**src/include/pipe_params.svh**
```systemverilog
`ifndef PIPE_PARAMS_SVH
`define PIPE_PARAMS_SVH

// ====================
// core-wide sizes
// ====================
`define PIPE_STAGES 6   // one bit per stage in stall/flush
`define XLEN        32  // data and instruction word
`define RAM_AW      8   // ram word address
`define RAM_LAT     2   // start to done, in cycles

`endif

```
**src/source/mem_pkg.sv**
```systemverilog
`default_nettype none
`include "pipe_params.svh"

package mem_pkg;

  // owner of the shared ram
  typedef enum logic {
    FETCH = 1'b0,
    DATA  = 1'b1
  } requester_e;

  // one fetched word, seen as a full instruction or as two halves
  // half[0] is the low parcel, half[1] the high one
  typedef union packed {
    logic [`XLEN-1:0]                full;
    logic [1:0][`XLEN/2-1:0]         half;
  } instr_word_u;

  // rvc parcel unless the low two bits are 11
  function automatic logic is_compressed(input logic [`XLEN/2-1:0] parcel);
    return parcel[1:0] != 2'b11;
  endfunction

endpackage

`default_nettype wire

```
**src/source/mem_arbiter.sv**
```systemverilog
`timescale 1ns/1ns
`default_nettype none
`include "pipe_params.svh"

module mem_arbiter (
  input  wire                 clk,
  input  wire                 rst,
  // fetch port
  input  wire                 fetch_req_i,
  input  wire [`RAM_AW-1:0]   fetch_addr_i,
  // data port
  input  wire                 data_req_i,
  input  wire                 data_we_i,
  input  wire [`RAM_AW-1:0]   data_addr_i,
  input  wire [`XLEN-1:0]     data_wdata_i,
  // ram side
  input  wire                 ram_done_i,
  input  wire [`XLEN-1:0]     ram_rdata_i,
  output logic                ram_start_o,
  output logic                ram_we_o,
  output logic [`RAM_AW-1:0]  ram_addr_o,
  output logic [`XLEN-1:0]    ram_wdata_o,
  // responses and stall requests
  output logic                fetch_done_o,
  output logic [`XLEN-1:0]    fetch_rdata_o,
  output logic                data_done_o,
  output logic [`XLEN-1:0]    data_rdata_o,
  output logic                fetch_wait_o,
  output logic                data_wait_o
);

  logic                fetch_pend_q;
  logic [`RAM_AW-1:0]  fetch_addr_q;
  logic                data_pend_q;
  logic                data_we_q;
  logic [`RAM_AW-1:0]  data_addr_q;
  logic [`XLEN-1:0]    data_wdata_q;
  logic                busy_q;                    // op in flight
  mem_pkg::requester_e owner_q;

  logic data_avail, fetch_avail;
  logic grant_data, grant_fetch;

  // ====================
  // grant, data first
  // ====================
  assign data_avail  = data_pend_q | data_req_i;  // held or fresh
  assign fetch_avail = fetch_pend_q | fetch_req_i;
  assign grant_data  = ~busy_q & data_avail;
  assign grant_fetch = ~busy_q & ~data_avail & fetch_avail;

  assign ram_start_o = grant_data | grant_fetch;
  assign ram_we_o    = grant_data & (data_pend_q ? data_we_q : data_we_i);
  assign ram_wdata_o = data_pend_q ? data_wdata_q : data_wdata_i;

  always_comb begin
    if (grant_data) begin
      ram_addr_o = data_pend_q ? data_addr_q : data_addr_i;
    end else begin
      ram_addr_o = fetch_pend_q ? fetch_addr_q : fetch_addr_i;
    end
  end

  // done goes back to whoever owns the ram
  assign fetch_done_o  = ram_done_i & (owner_q == mem_pkg::FETCH);
  assign data_done_o   = ram_done_i & (owner_q == mem_pkg::DATA);
  assign fetch_rdata_o = ram_rdata_i;
  assign data_rdata_o  = ram_rdata_i;

  // waiting from strobe through own done
  assign data_wait_o  = data_avail | (busy_q & (owner_q == mem_pkg::DATA));
  assign fetch_wait_o = fetch_avail | (busy_q & (owner_q == mem_pkg::FETCH));

  always_ff @(posedge clk or posedge rst) begin
    if (rst) begin
      fetch_pend_q <= 1'b0;
      data_pend_q  <= 1'b0;
      busy_q       <= 1'b0;
      owner_q      <= mem_pkg::FETCH;
    end else begin
      if (grant_data) data_pend_q <= 1'b0;
      else if (data_req_i) data_pend_q <= 1'b1;   // ram busy, keep it
      if (grant_fetch) fetch_pend_q <= 1'b0;
      else if (fetch_req_i) fetch_pend_q <= 1'b1;
      if (ram_start_o) begin
        busy_q  <= 1'b1;
        owner_q <= grant_data ? mem_pkg::DATA : mem_pkg::FETCH;
      end else if (ram_done_i) begin
        busy_q  <= 1'b0;
      end
    end
  end

  // request payload, captured only when nothing is held yet
  always_ff @(posedge clk) begin
    if (data_req_i && !data_pend_q) begin
      data_we_q    <= data_we_i;
      data_addr_q  <= data_addr_i;
      data_wdata_q <= data_wdata_i;
    end
    if (fetch_req_i && !fetch_pend_q) fetch_addr_q <= fetch_addr_i;
  end

endmodule

`default_nettype wire

```
**config.mk**
```make
export PLATFORM = sky130hd
export DESIGN_NAME = mem_arbiter
export DESIGN_NICKNAME = d
export VERILOG_FILES = /design/src/source/mem_pkg.sv /design/src/source/mem_arbiter.sv
export VERILOG_INCLUDE_DIRS = /design/src /design/src/include
export SDC_FILE = /design/constraint.sdc
export NUM_CORES = 1
export LEC_CHECK = 0
export BUFFER_PORTS_ARGS = -buffer_cell sky130_fd_sc_hd__buf_2
export CAP_MARGIN = 20
export CORE_ASPECT_RATIO = 0.8
export CORE_MARGIN = 2
export CORE_UTILIZATION = 38
export DETAILED_ROUTE_END_ITERATION = 6
export PLACE_DENSITY_LB_ADDON = 0.3
export SETUP_SLACK_MARGIN = 0.4
export SLEW_MARGIN = 10
export SYNTH_ARGS = -nofsm -noshare
export SYNTH_HDL_FRONTEND = slang
export SYNTH_SLANG_ARGS = --single-unit
```
**constraint.sdc**
```tcl
create_clock -name clk -period 3 [get_ports clk]
set_clock_uncertainty 0.2 [all_clocks]
set_input_delay 0.6 -clock clk [delete_from_list [all_inputs] [get_ports clk]]
set_output_delay 0.6 -clock clk [all_outputs]
set_load 0.01 [all_outputs]
```
==> results, run 1 <==
- The number of gates resized after CTS was 0.
- The height of the die is 82.9 um.
- The TritonCTS clock tree is done.
- The share of the Yosys chip area taken by registers is a little over half.
- The via count of the first global-routing pass was 1550.
- The area taken by flip-flops and latches is 0.00157 sq mm.
- The number of vias in the routed layout is 1551.
- Dividing the detail-routed via count by the number of cells gives ~4.5.
- The number of nets handed over by synthesis was roughly 290.
- Counting instances in the post-synthesis netlist gives the leading cell types as sky130_fd_sc_hd__buf_4 (64), sky130_fd_sc_hd__edfxtp_1 (49), sky130_fd_sc_hd__mux2_4 (30).
- The global-route wire length before repair is 7710 um.
- The worst path uses just over 80% of the clock period.
- The global-route usage over all layers is a little under an eighth.
- The antenna violation net count after detailed routing is 0.
- Clock tree synthesis found a total of 53 sinks.
- Of all cell types, the one taking the most synthesized area is sky130_fd_sc_hd__edfxtp_1.
- The number of buffers created by CTS is 5.
- Global routing finished with a remaining overflow of 0.
- Routability-driven placement finished with a final weighted congestion of 0.674.
- The share of the core filled with cells in the final layout is between 40% and 50%.
- The number of flops mapped to enable cells by yosys is 49.
- The kind of launch point of the worst setup path is a flop.
- Of all flip-flops after synthesis, the portion carrying an async set or reset was 7.55%.
- The library cell used as clock root buffer is sky130_fd_sc_hd__clkbuf_8.
- Setup violations remaining at the end of the flow were counted as 0.
- The CTS H-tree depth is 2.
- The final count of pins violating max slew was 0.
- For this run, design rule violations remaining after detail routing come to 0.
- The combined area of the multi-input logic cells is 833 sq um.
- The commonest register cell after synthesis is sky130_fd_sc_hd__edfxtp_1.
- The share of synthesized cell area in and, or, nand and nor gates is around 1.8%.
- The number of violations of the max-capacitance limit is 0.
- The initial antenna violation count is 0.
- The I/O pin count is 196.
- The sort of element at the end of the critical path is an output port.
- The worst min-delay path category is in -> reg.
- The combined area of all synthesized cells is 0.00296 sq mm.
- Averaged over all synthesized cells, the footprint is 14.7 sq um.
- After clock tree synthesis, the clock-pin slew on the worst setup and hold paths is 0.10 ns.
- Summing the areas of all fa, ha and maj instances in the mapped netlist gives 0% of the synthesized area.
- The count of input and output buffers is ~100.
- The highest net fanout along the worst path is 16.
- The measured slew at the worst slew-check pin is 0.800 ns.
- sky130_fd_sc_hd__buf_4 is the most common cell in the netlist.
- The post-route netlist has 59.9% of its cells at a drive strength greater than 1.
- The flow ran to the end, and the final reports show no timing, DRC or antenna violations.
- The number of diodes is 0.
- The initial core utilization is 39.6%.
- The first-pass iteration count of the detailed router is 4.
- The worst pin sits at a relative slew slack of around 47%.
- After synthesis, the largest family of logic cells by area is multiplexers.
- The area share of xor/xnor cells in the synthesized design is 0%.
- The routed length per placed instance is about 14 um.
- The final-stage net count is roughly 330.
- The die covers 0.00851 sq mm.
- After synthesis the netlist holds a flip-flop and latch count of 53.
- The compound-cell area share of the yosys netlist is 1.65%.
- The insertion delay to the later sink of the worst-skew pair is roughly 0.30 ns.
- For this design the ratio of total power to cell area is 535 mW/mm^2.
- In the final timing run, aggregate negative setup slack is 0 ns.
- In the synthesized netlist, mux cells make up 24.5% of the area.
- The share of the synthesized area in the top cell type is about half.
- The signal on the critical path passes through buf_4 > mux2_2 > buf_2.
- The type of the worst setup path is reg -> out.
- The total routed wirelength is roughly 5000 um.
- The filler cell count in the final layout is 725.
- The core region is 0.00746 sq mm.
- Sorting the synthesized cells by area gives the leading types as sky130_fd_sc_hd__edfxtp_1 (50%), sky130_fd_sc_hd__buf_4 (16%), sky130_fd_sc_hd__mux2_4 (15%).
- The relative area change from synthesis to final layout is 8.76%.
- The peak clock frequency supported by timing is 404 MHz.
- From left edge to right edge, the die measures between 100 and 150 um.
- In the synthesized netlist, the number of instances is between 200 and 250.
- Setup repair after global routing left no endpoint under its margin.
- The floorplan has 28 rows.
- The count of distinct cell types in the synthesized netlist is 19.
- The required time of the worst setup path is 2.20 ns.
- The number of failing hold endpoints at the final stage came to 0.
- The static leakage is approximately 1.5 nW.
- The total of warnings raised by yosys is 0.
- Entering global routing, the biggest net connects 27 pins.
- The endpoint arrival time on the critical path is roughly 1.7 ns.
- The number of DRC markers in iteration 0 is 40.
- Counting I/O delays and the setup requirement, the final critical path takes 2.48 ns.
- The maximum clock path buffer count is 2.
- The largest stage delay on the critical path is 0.53 ns.
- The critical path's slowest cell is sky130_fd_sc_hd__dfrtp_2.
- IR analysis of the VDD net gives a maximum drop of 0.172 mV.
==> layout by cell type (no fill, tap or decap), drive strengths merged <==
| master | instances |
|---|---|
| nand2 | 2 |
| dfrtp | 4 |
| a21oi | 2 |
| a31oi | 1 |
| edfxtp | 49 |
| clkinv | 1 |
| clkbuf | 6 |
| nor2 | 4 |
| mux2i | 25 |
| dlygate4sd3 | 1 |
| bufinv | 1 |
| buf | 103 |
| inv | 2 |
| o2bb2ai | 1 |
| nor2b | 3 |
| and2 | 2 |
| o21ai | 1 |
| o21bai | 2 |
| mux2 | 32 |
==> where the power goes <==
group | total [mW] | leakage, nW | internal [mW] | switching [mW]
Sequential | 0.885 | 0.501 | 0.858 | 0.0264
Combinational | 0.351 | 0.915 | 0.190 | 0.161
Clock | 0.485 | 0.0554 | 0.251 | 0.234
Total | 1.72 | 1.47 | 1.30 | 0.421
==> sequential cells by signal, summed over array words and instances, names as in the netlist <==
name          count
data_pend_q       1
fetch_pend_q      1
data_addr_q       8
busy_q            1
data_we_q         1
fetch_addr_q      8
owner_q           1
data_wdata_q     32
==> final cells by class <==
cell class                      count  share of cell area, %
Multi-Input combinational cell     75                   25.9
Sequential cell                    53                   48.9
Tap cell                          105                   4.08
Timing Repair Buffer              104                   17.4
Clock inverter                      2                   1.21
Inverter                            2                  0.233
Clock buffer                        6                   2.26
==> worst paths after layout <==
path                                       from              end  slack [ns]  cells after the start
worst max-delay path                data_pend_q   ram_wdata_o[0]        0.52                      3
worst min-delay path            fetch_addr_i[2]  fetch_addr_q[2]        0.28                      1
worst max register to register     fetch_pend_q  fetch_addr_q[6]        1.11                      1
worst min register to register           busy_q          owner_q        0.36                      1
max in group asynchronous                   rst      data_pend_q        1.92                      3
min in group asynchronous                   rst     fetch_pend_q        0.51                      3
==> worst max-delay path, delay by kind of cell, from the launching register on <==
| family | cells | cell delay, ns |
|---|---|---|
| buffers and inverters | 2 | 0.49 |
| multiplexers | 1 | 0.37 |
| flip-flops | 1 | 0.53 |
==> cell families (layout without fill, tap and decap cells) <==
group | count (synthesis) | in the layout
and+or+nand+nor | 11 | 11
DFF | 53 | 53
buffers and inverters | 73 | 114
AOI/OAI and AO/OA | 7 | 7
muxes | 57 | 57
==> routing by layer <==
layer,global-route usage (%),vias to the layer above,share of wire (%)
met3,4.04,15,9.2
met2,17.0,72,42
met1,15.9,732,48
met4,4.36,0,1.4
met5,0,-,0
li1,-,732,-
==> through the flow <==
stage	setup slack (ns)	area (sq um)	power (mW)	cells	hold slack (ns)
final	0.524	3220	1.72	347	0.280
after CTS	0.493	3220	1.75	347	0.263
after floorplan	0.657	2960	1.21	201	0.166
after detailed placement	0.788	3100	1.26	338	0.296
after global placement	0.810	3100	1.25	338	0.292
after global routing	0.426	3220	1.81	347	0.255
==> what timing repair did <==
item	CTS	global route
buffers inserted	0	0
hold buffers	1	0
setup endpoints to repair	0	0
endpoints found under the hold margin	4	0
No activity file was read; power rests on OpenSTA's default activity.
==> run 2, diff against run 1 <==
--- a/config.mk
+++ b/config.mk
@@ -6,6 +6,7 @@
 export SDC_FILE = /design/constraint.sdc
 export NUM_CORES = 1
 export LEC_CHECK = 0
+export ABC_AREA = 1
 export BUFFER_PORTS_ARGS = -buffer_cell sky130_fd_sc_hd__buf_2
 export CAP_MARGIN = 20
 export CORE_ASPECT_RATIO = 0.8
==> constraint.sdc (replaced) <==
create_clock -name clk -period 2.03 [get_ports clk]
set_clock_uncertainty 0.2 [all_clocks]
set_input_delay 0.406 -clock clk [delete_from_list [all_inputs] [get_ports clk]]
set_output_delay 0.406 -clock clk [all_outputs]
set_load 0.01 [all_outputs]
==> run 2 against run 1 <==
Net effect:
- the run now ends with setup timing left
- die area down 1.7%
- count of clock-buffer cells in the layout unchanged
- via count is 46% higher
- area after synthesis down 1.8%
- setup slack got worse by 0.53 ns
- sequential power increased by 74%
- synthesized cell count grew 63%
- cell area rose by 19%
- critical path depth rose by 3
- combinational power rose to 8.9 times the previous value
- sequential share of layout area fell by 7.5 points
- cell count increased by 43%
- critical path type unchanged
- highest routed layer unchanged
==> results, run 2 <==
- The maximum vdd drop is 0.577 mV (was 0.172 mV).
- The via count of the first global-routing pass came to 1965 (was 1550).
- The post-placement setup slack is 0.247 ns (was 0.788 ns).
- The total number of clock tree sinks was 53 (unchanged).
- The leftover overflow at the end of global routing was 0 (unchanged).
- The final setup violation count is 3 (was 0).
- The design area was 0.00381 sq mm (was 0.00322 sq mm).
- The origin of the critical flop-to-flop path is data_pend_q (was fetch_pend_q).
- The largest stage delay on the critical path was 0.46 ns (was 0.53 ns).
- The initial antenna violation count was 0 (unchanged).
- The count of input and output buffers was 99 (unchanged).
- The kind of launch point of the worst setup path is a flop (unchanged).
- The clock-pin slew on the worst setup and hold paths is 0.09 ns (was 0.10 ns).
- The flip-flop count of the largest register after layout was 32 (unchanged).
- The combined area of all synthesized cells is 0.00290 sq mm (was 0.00296 sq mm).
- The number of diodes was 0 (unchanged).
- The measured slew at the worst slew-check pin is 0.280 ns (was 0.800 ns).
- The relative area change from synthesis to final layout is 31.3% (was 8.76%).
- Dominant cells by area after synthesis: sky130_fd_sc_hd__edfxtp_1 (51%), sky130_fd_sc_hd__nand2_1 (23%), sky130_fd_sc_hd__buf_4 (17%) (was sky130_fd_sc_hd__edfxtp_1 (50%), sky130_fd_sc_hd__buf_4 (16%), sky130_fd_sc_hd__mux2_4 (15%)).
- The register name with the most flops is data_wdata_q (unchanged).
- In the finished design, the share of the clock period the worst path needs comes to 100%.
- The flip-flop and latch count after synthesis was 53 (unchanged).
- The fraction of power spent switching nets is 39.8% (was 24.5%).
- The height of the die is 82.2 um (was 82.9 um).
- The TritonCTS clock tree is done (unchanged).
- The startpoint of the most critical setup path is data_pend_q (unchanged).
- The insertion delay to the later sink of the worst-skew pair is 0.30 ns (about the same).
- Setup repair after global routing missed its margin: true (was false).
- The share of the synthesized area in the top cell type is 50.7% (was 49.7%).
- The minimum period implied by the final worst setup slack is 2.03 ns.
- Commonest non-fill, non-tap cells in the layout: sky130_fd_sc_hd__nand2_1 (138), sky130_fd_sc_hd__buf_2 (91), sky130_fd_sc_hd__edfxtp_1 (49) (was sky130_fd_sc_hd__buf_2 (99), sky130_fd_sc_hd__edfxtp_1 (49), sky130_fd_sc_hd__mux2_4 (30)).
- The internal power summed over all cells is 3.15 mW (was 1.30 mW).
- The I/O pin count is 196 (unchanged).
- The first-pass iteration count of the detailed router is 4 (unchanged).
- The number of violations of the max-capacitance limit is 0 (unchanged).
- The antenna violation net count after detailed routing came to 0 (unchanged).
- The post-route DRC violation count is 0 (unchanged).
- The number of DRC markers in iteration 0 came to 75 (was 40).
- The share of post-route cells with drive strength above 1 came to 47.9% (was 59.9%).
- The detailed-placement wirelength estimate is 4490 um.
- The number of vias in the routed layout is 2257 (was 1551).
- The critical path's slowest cell was sky130_fd_sc_hd__dfrtp_2 (unchanged).
- The final count of pins violating max slew is 0 (unchanged).
- The total nets after synthesis was 414 (was 287).
- The initial core utilization is 39.3% (was 39.6%).
- Chain of cells forming the critical path: buf_8 > nor2_4 > nor2_4 > nand2_1 > nand2_1 > buf_2 (was buf_4 > mux2_2 > buf_2).
- The power per unit of standard cell area was 1370 mW/mm^2 (was 535 mW/mm^2).
- The core area is 0.00739 sq mm (was 0.00746 sq mm).
- The fraction of power consumed by sequential logic was 29.5% (was 51.4%).
- The final reports fail on setup timing.
- The number of failing hold endpoints at the final stage is 0 (unchanged).
- The highest net fanout along the worst path is 5 (was 16).
- The number of flops mapped to enable cells by yosys is 49 (unchanged).
- The clock network fraction of total power was 10.7% (was 28.2%).
- The non-filler instance count after layout was 495 (was 347).
- The async set or reset register ratio after synthesis is 7.55% (unchanged).
- The type of the worst setup path is reg -> out (unchanged).
- The peak clock frequency supported by timing is 492 MHz.
- Commonest cells in the netlist: sky130_fd_sc_hd__nand2_1 (179), sky130_fd_sc_hd__buf_4 (65), sky130_fd_sc_hd__edfxtp_1 (49) (was sky130_fd_sc_hd__buf_4 (64), sky130_fd_sc_hd__edfxtp_1 (49), sky130_fd_sc_hd__mux2_4 (30)).
- The count of mapped cells out of synthesis was 328 (was 201).
- The number of buffer and inverter stages on the critical path is 2 (unchanged).
- The library cell used as clock root buffer was sky130_fd_sc_hd__clkbuf_8 (unchanged).
- The synthesized area divided by synthesized cell count is 8.85 sq um (was 14.7 sq um).
- The cell row count came to 28 (unchanged).
- The final worst-path setup slack was -0.00382 ns (was 0.524 ns).
- The proportion of synthesized chip area in sequential cells is 54.1% (was 53.1%).
- The most common cell after layout, fill and taps aside is sky130_fd_sc_hd__nand2_1 (was sky130_fd_sc_hd__buf_2).
- The commonest register cell after synthesis is sky130_fd_sc_hd__edfxtp_1 (unchanged).
- The maximum clock path buffer count came to 2 (unchanged).
- The net switching component of the power came to 2.08 mW (was 0.421 mW).
- The post-synthesis cell type with the largest combined area is sky130_fd_sc_hd__edfxtp_1 (unchanged).
- The overall die width is 102 um (was 103 um).
- The area of the die was 0.00836 sq mm (was 0.00851 sq mm).
- The final weighted congestion of routability-driven global placement came to 0.766 (was 0.674).
- The routed length per placed instance is 14.1 um (was 14.4 um).
- Top Registers: data_wdata_q x32, data_addr_q x8, fetch_addr_q x8 (unchanged).
- The ratio of routed vias to standard cells is 4.56 (was 4.47).
- Status: finished, violations left (was completed).
- The instance area at placement was 0.00305 sq mm (was 0.00310 sq mm).
- The global-route usage over all layers came to 15.5% (was 11.7%).
- The count of distinct cell types in the synthesized netlist was 14 (was 19).
- The required time of the worst setup path is 1.42 ns (was 2.20 ns).
- The final-stage net count is 476 (was 327).
- The number of placed cells counting well taps was 466 (was 338).
- The cell class contributing the biggest share of worst-path delay is flip-flops (unchanged).
- The sort of element at the end of the critical path is an output port (unchanged).
- The part of the power in combinational logic is 59.7% (was 20.4%).
- The startpoint of the lowest-slack hold path is data_addr_i[1] (was fetch_addr_i[2]).
- The static leakage is 1.87 nW (was 1.47 nW).
- The dominant cell by count in the synthesized netlist is sky130_fd_sc_hd__nand2_1 (was sky130_fd_sc_hd__buf_4).
- The endpoint arrival time on the critical path is 1.43 ns (was 1.68 ns).
- The normalized max-slew margin was 81.3% (was 46.6%).
- The worst min-delay path category is in -> reg (unchanged).
- The pin count of the biggest net entering global routing came to 31 (was 27).
- The final setup TNS came to -0.00577 ns (was 0 ns).
- The number of buffers created by CTS is 5 (unchanged).
- The total routed wirelength is 6990 um (was 4990 um).
- The total of warnings raised by yosys is 0 (unchanged).
- The global-route wire length before repair was 9930 um (was 7710 um).
- The CTS H-tree depth is 2 (unchanged).
[run 2: cell types whose count changed after synthesis, moves of 2 or more]
cell / change
sky130_fd_sc_hd__and2_1: -2
sky130_fd_sc_hd__buf_2: +6
sky130_fd_sc_hd__buf_6: -3
sky130_fd_sc_hd__inv_1: +5
sky130_fd_sc_hd__inv_2: +2
sky130_fd_sc_hd__mux2_2: -2
sky130_fd_sc_hd__mux2_4: -30
sky130_fd_sc_hd__mux2i_1: -25
sky130_fd_sc_hd__nand2_1: +177
sky130_fd_sc_hd__nor2_4: +2
sky130_fd_sc_hd__nor2b_1: -3
sky130_fd_sc_hd__o21ai_1: +2
[run 2: worst register-to-register path, cell delays in order (launching register included)]
cell and delay (ns):
sky130_fd_sc_hd__dfrtp_2 0.46, sky130_fd_sc_hd__buf_12 0.18, sky130_fd_sc_hd__buf_8 0.14, sky130_fd_sc_hd__nor2_4 0.24
sky130_fd_sc_hd__buf_12 0.16, sky130_fd_sc_hd__clkbuf_16 0.14
[run 2: area by class of cell]
class	count	area, sq um
repair inverters	1	16.3
clock inverters	1	3.75
inverters	9	60.1
flip-flops and latches	53	1580
fillers	717	3580
well taps	105	131
multi-input cells	192	936
clock buffers	6	72.6
repair buffers	128	1020
[run 2: cell families after synthesis]
logic type | count (synthesis) | synth area share (%)
flops | 53 | 54.1
simple gates | 187 | 24.7
compound gates | 4 | 0.819
buf+inv | 84 | 20.3
[run 2: worst paths after layout]
kind                               endpoint  slack, ns  cells past startpoint
max                           ram_addr_o[0]     -0.004                      6
min                          data_addr_q[1]       0.09                      1
max reg2reg                data_wdata_q[20]       0.25                      5
min reg2reg                         owner_q       0.37                      2
max in group asynchronous      fetch_pend_q       1.11                      3
min in group asynchronous            busy_q       0.34                      3
[run 2: power groups by stage]
| stage | clock, mW | sequential, mW | combinational [mW] |
|---|---|---|---|
| after floorplan | 0 | 1.53 | 1.42 |
| after global placement | 0 | 1.55 | 1.97 |
| after detailed placement | 0 | 1.56 | 1.97 |
| after CTS | 0.578 | 1.54 | 2.22 |
| after global routing | 0.622 | 1.57 | 3.41 |
| final | 0.562 | 1.54 | 3.13 |
[run 2: what timing repair did]
action	in CTS	in global routing
endpoints found under the setup margin	71	87
cloned	2	9
hold buffers	1	0
hold endpoints to repair	4	0
pin swaps	5	4
resized for setup	14	88
buffers inserted	6	4
[run 2: layer usage]
metal,routed length (um),track usage (%)
met1,3140,21.1
met2,3180,23.4
met3,572,5.22
met4,103,5.00
met5,0,0
[run 2: through the flow]
| step | power (mW) | util, % | hold slack (ns) |
|---|---|---|---|
| detailed placement | 3.53 | 41.3 | 0.103 |
| floorplan | 2.94 | - | -0.0279 |
| finish | 5.23 | 51.6 | 0.0928 |
| CTS | 4.33 | 44.1 | 0.0823 |
| global route | 5.60 | 51.6 | 0.0769 |
| global placement | 3.52 | 41.3 | 0.0929 |
==> run 3, diff against run 2 <==
--- a/config.mk
+++ b/config.mk
@@ -11,9 +11,10 @@
 export CAP_MARGIN = 20
 export CORE_ASPECT_RATIO = 0.8
 export CORE_MARGIN = 2
-export CORE_UTILIZATION = 38
+export CORE_UTILIZATION = 42
 export DETAILED_ROUTE_END_ITERATION = 6
 export PLACE_DENSITY_LB_ADDON = 0.3
+export REMOVE_ABC_BUFFERS = 1
 export SETUP_SLACK_MARGIN = 0.4
 export SLEW_MARGIN = 10
 export SYNTH_ARGS = -nofsm -noshare
==> constraint.sdc (replaced) <==
create_clock -name clk -period 2.1 [get_ports clk]
set_clock_uncertainty 0.2 [all_clocks]
set_input_delay 0.42 -clock clk [delete_from_list [all_inputs] [get_ports clk]]
set_output_delay 0.42 -clock clk [all_outputs]
set_load 0.01 [all_outputs]
==> run 3 against run 2 <==
Net effect:
- the run now ends clean
- first-iteration DRC count unchanged
- sequential share of layout area up 5.1 points
- non-clock buffer count down 8
- setup slack better by 0.053 ns
- sequential power about the same
- combinational power down 27%
- die area down 9.1%
- global-route usage up 6.0 points
- critical path depth down 1
- register-to-register slack better by 0.13 ns
- largest cell class unchanged
- largest power group unchanged
==> results, run 3 (synthesis gave the netlist of run 2 again) <==
- Status: completed (was finished, violations left).
- The final-stage net count is 467 (was 476).
- The global-route usage over all layers is 21.5% (was 15.5%).
- The number of placed cells counting well taps is 448 (was 466).
- The number of failing hold endpoints at the final stage is 0 (unchanged).
- The filler cell count in the final layout was 652 (was 717).
- Derived from the worst setup path, the maximum achievable clock frequency is approximately 490 MHz.
- Chain of cells forming the critical path: o21ai_4 > buf_4 > nand2_1 > nand2_1 > buf_2 (was buf_8 > nor2_4 > nor2_4 > nand2_1 > nand2_1 > buf_2).
- The worst min-delay path category is in -> reg (unchanged).
- The number of violations of the max-capacitance limit is 0 (unchanged).
- The routed length per placed instance is 18.3 um (was 14.1 um).
- The detailed-placement wirelength estimate is 6330 um (was 4490 um).
- The initial core utilization is 42.8% (was 39.3%).
- The final weighted congestion of routability-driven global placement is 0.733 (was 0.766).
- The sort of element at the end of the critical path is an output port (unchanged).
- The highest net fanout along the worst path came to 5 (unchanged).
- The total number of clock tree sinks is 53 (unchanged).
- The core area is 0.00679 sq mm (was 0.00739 sq mm).
- The area of the die is 0.00760 sq mm (was 0.00836 sq mm).
- The insertion delay to the later sink of the worst-skew pair is 0.30 ns (about the same).
- The final worst-path setup slack is 0.0492 ns (was -0.00382 ns).
- The height of the die is 78.4 um (was 82.2 um).
- The static leakage is 1.70 nW (was 1.87 nW).
- The initial antenna violation count was 0 (unchanged).
- Commonest non-fill, non-tap cells in the layout: sky130_fd_sc_hd__nand2_1 (173), sky130_fd_sc_hd__buf_2 (97), sky130_fd_sc_hd__edfxtp_1 (49) (was sky130_fd_sc_hd__nand2_1 (138), sky130_fd_sc_hd__buf_2 (91), sky130_fd_sc_hd__edfxtp_1 (49)).
- The I/O pin count is 196 (unchanged).
- The register name with the most flops is data_wdata_q (unchanged).
- The TritonCTS clock tree is done (unchanged).
- Top Registers: data_wdata_q x32, data_addr_q x8, fetch_addr_q x8 (unchanged).
- The maximum clock path buffer count came to 2 (unchanged).
- The number of buffers created by CTS is 5 (unchanged).
- The relative area change from synthesis to final layout came to 16.9% (was 31.3%).
- The CTS H-tree depth was 2 (unchanged).
- The largest stage delay on the critical path is 0.51 ns (was 0.46 ns).
- The most common cell after layout, fill and taps aside is sky130_fd_sc_hd__nand2_1 (unchanged).
- The share of post-route cells with drive strength above 1 is 37.4% (was 47.9%).
- The number of vias in the routed layout is 2255 (was 2257).
- The global-route wire length before repair came to 12200 um (was 9930 um).
- The non-filler instance count after layout is 469 (was 495).
- The power per unit of standard cell area is 1320 mW/mm^2 (was 1370 mW/mm^2).
- The instance area at placement is 0.00304 sq mm (was 0.00305 sq mm).
- The library cell used as clock root buffer is sky130_fd_sc_hd__clkbuf_8 (unchanged).
- The leftover overflow at the end of global routing is 0 (unchanged).
- The measured slew at the worst slew-check pin is 0.251 ns (was 0.280 ns).
- The design area is 0.00339 sq mm (was 0.00381 sq mm).
- The cell row count was 27 (was 28).
- The worst path needs 2.05 ns of the cycle, external delays included.
- The via count of the first global-routing pass is 2106 (was 1965).
- The number of diodes is 0 (unchanged).
- The normalized max-slew margin is 83.3% (was 81.3%).
- The post-placement setup slack is 0.279 ns (was 0.247 ns).
- The final count of pins violating max slew is 0 (unchanged).
- The flip-flop count of the largest register after layout was 32 (unchanged).
- The count of input and output buffers came to 99 (unchanged).
- The maximum vdd drop is 0.507 mV (was 0.577 mV).
- The endpoint arrival time on the critical path is 1.43 ns (about the same).
- The overall die width was 97.0 um (was 102 um).
- The pin count of the biggest net entering global routing was 42 (was 31).
- The kind of launch point of the worst setup path is a flop (unchanged).
- The post-route DRC violation count is 0 (unchanged).
- The final setup violation count was 0 (was 3).
- The number of DRC markers in iteration 0 was 75 (unchanged).
- The antenna violation net count after detailed routing is 0 (unchanged).
- The type of the worst setup path is reg -> out (unchanged).
- The clock-pin slew on the worst setup and hold paths came to 0.10 ns (was 0.09 ns).
- The ratio of routed vias to standard cells came to 4.81 (was 4.56).
- The total routed wirelength is 8610 um (was 6990 um).
- The critical path's slowest cell is sky130_fd_sc_hd__dfrtp_2 (unchanged).
- The first-pass iteration count of the detailed router is 4 (unchanged).
- Of the available clock period, the critical path in the final layout requires a little over nine tenths.
- Counting stages on the worst path, the most repeated cell is sky130_fd_sc_hd__nand2_1.
- The required time of the worst setup path came to 1.48 ns (was 1.42 ns).
- Setup repair after global routing missed its margin: true (unchanged).
[run 3: worst max-delay path: cells and delay by family, from the launching register on]
kind | cells | cell delay [ns]
flip-flops | 1 | 0.51
AO/OA/AOI/OAI | 1 | 0.20
AND/OR/NAND/NOR | 2 | 0.12
buffers and inverters | 2 | 0.29
[run 3: power breakdown]
group | internal [mW] | leakage (nW) | switching, mW
registers | 1.40 | 0.499 | 0.126
logic | 0.970 | 1.14 | 1.31
clock network | 0.353 | 0.0528 | 0.328
[run 3: layout make-up]
class	count	area, sq um	share of cell area, %
Timing Repair Buffer	120	774	22.8
Clock inverter	2	33.8	0.995
Sequential cell	53	1580	46.4
Tap cell	87	109	3.21
Inverter	9	38.8	1.14
Multi-Input combinational cell	192	791	23.3
Clock buffer	6	72.6	2.14
[run 3: stage by stage]
| stage | TNS [ns] | hold slack, ns | util (%) | power (mW) |
|---|---|---|---|---|
| 3_5_place_dp | 0 | 0.121 | 44.8 | 3.43 |
| 6_report | 0 | 0.0978 | 50.0 | 4.48 |
| 2_1_floorplan | -58.75 | -0.0139 | - | 2.58 |
| 3_3_place_gp | 0 | 0.116 | 44.8 | 3.40 |
| 5_1_grt | -0.0795 | 0.0715 | 50.0 | 4.83 |
| 4_1_cts | 0 | 0.0888 | 47.6 | 4.27 |
[run 3: repair_timing]
action,CTS,global route
setup buffers,3,3
hold buffers,1,0
cloned,0,6
pin swaps,0,6
endpoints found under the hold margin,4,0
resized for setup,11,19
endpoints found under the setup margin,44,85
[run 3: path summary, 6_finish.rpt]
kind | from | cells after the start | slack [ns] | to
max | data_pend_q | 5 | 0.05 | ram_addr_o[2]
min | fetch_addr_i[3] | 1 | 0.1 | fetch_addr_q[3]
max reg2reg | data_pend_q | 5 | 0.38 | data_wdata_q[8]
min reg2reg | owner_q | 2 | 0.39 | owner_q
max in group asynchronous | rst | 3 | 1.17 | fetch_pend_q
min in group asynchronous | rst | 3 | 0.34 | owner_q
[run 3: routing by layer]
| metal | GRT usage (%) | wire, um | vias up |
|---|---|---|---|
| met5 | 13.3 | 117 | - |
| met4 | 4.08 | 76 | 5 |
| met3 | 18.4 | 1470 | 14 |
| li1 | - | - | 1068 |
| met1 | 27.8 | 3900 | 1011 |
| met2 | 25.8 | 3040 | 157 |
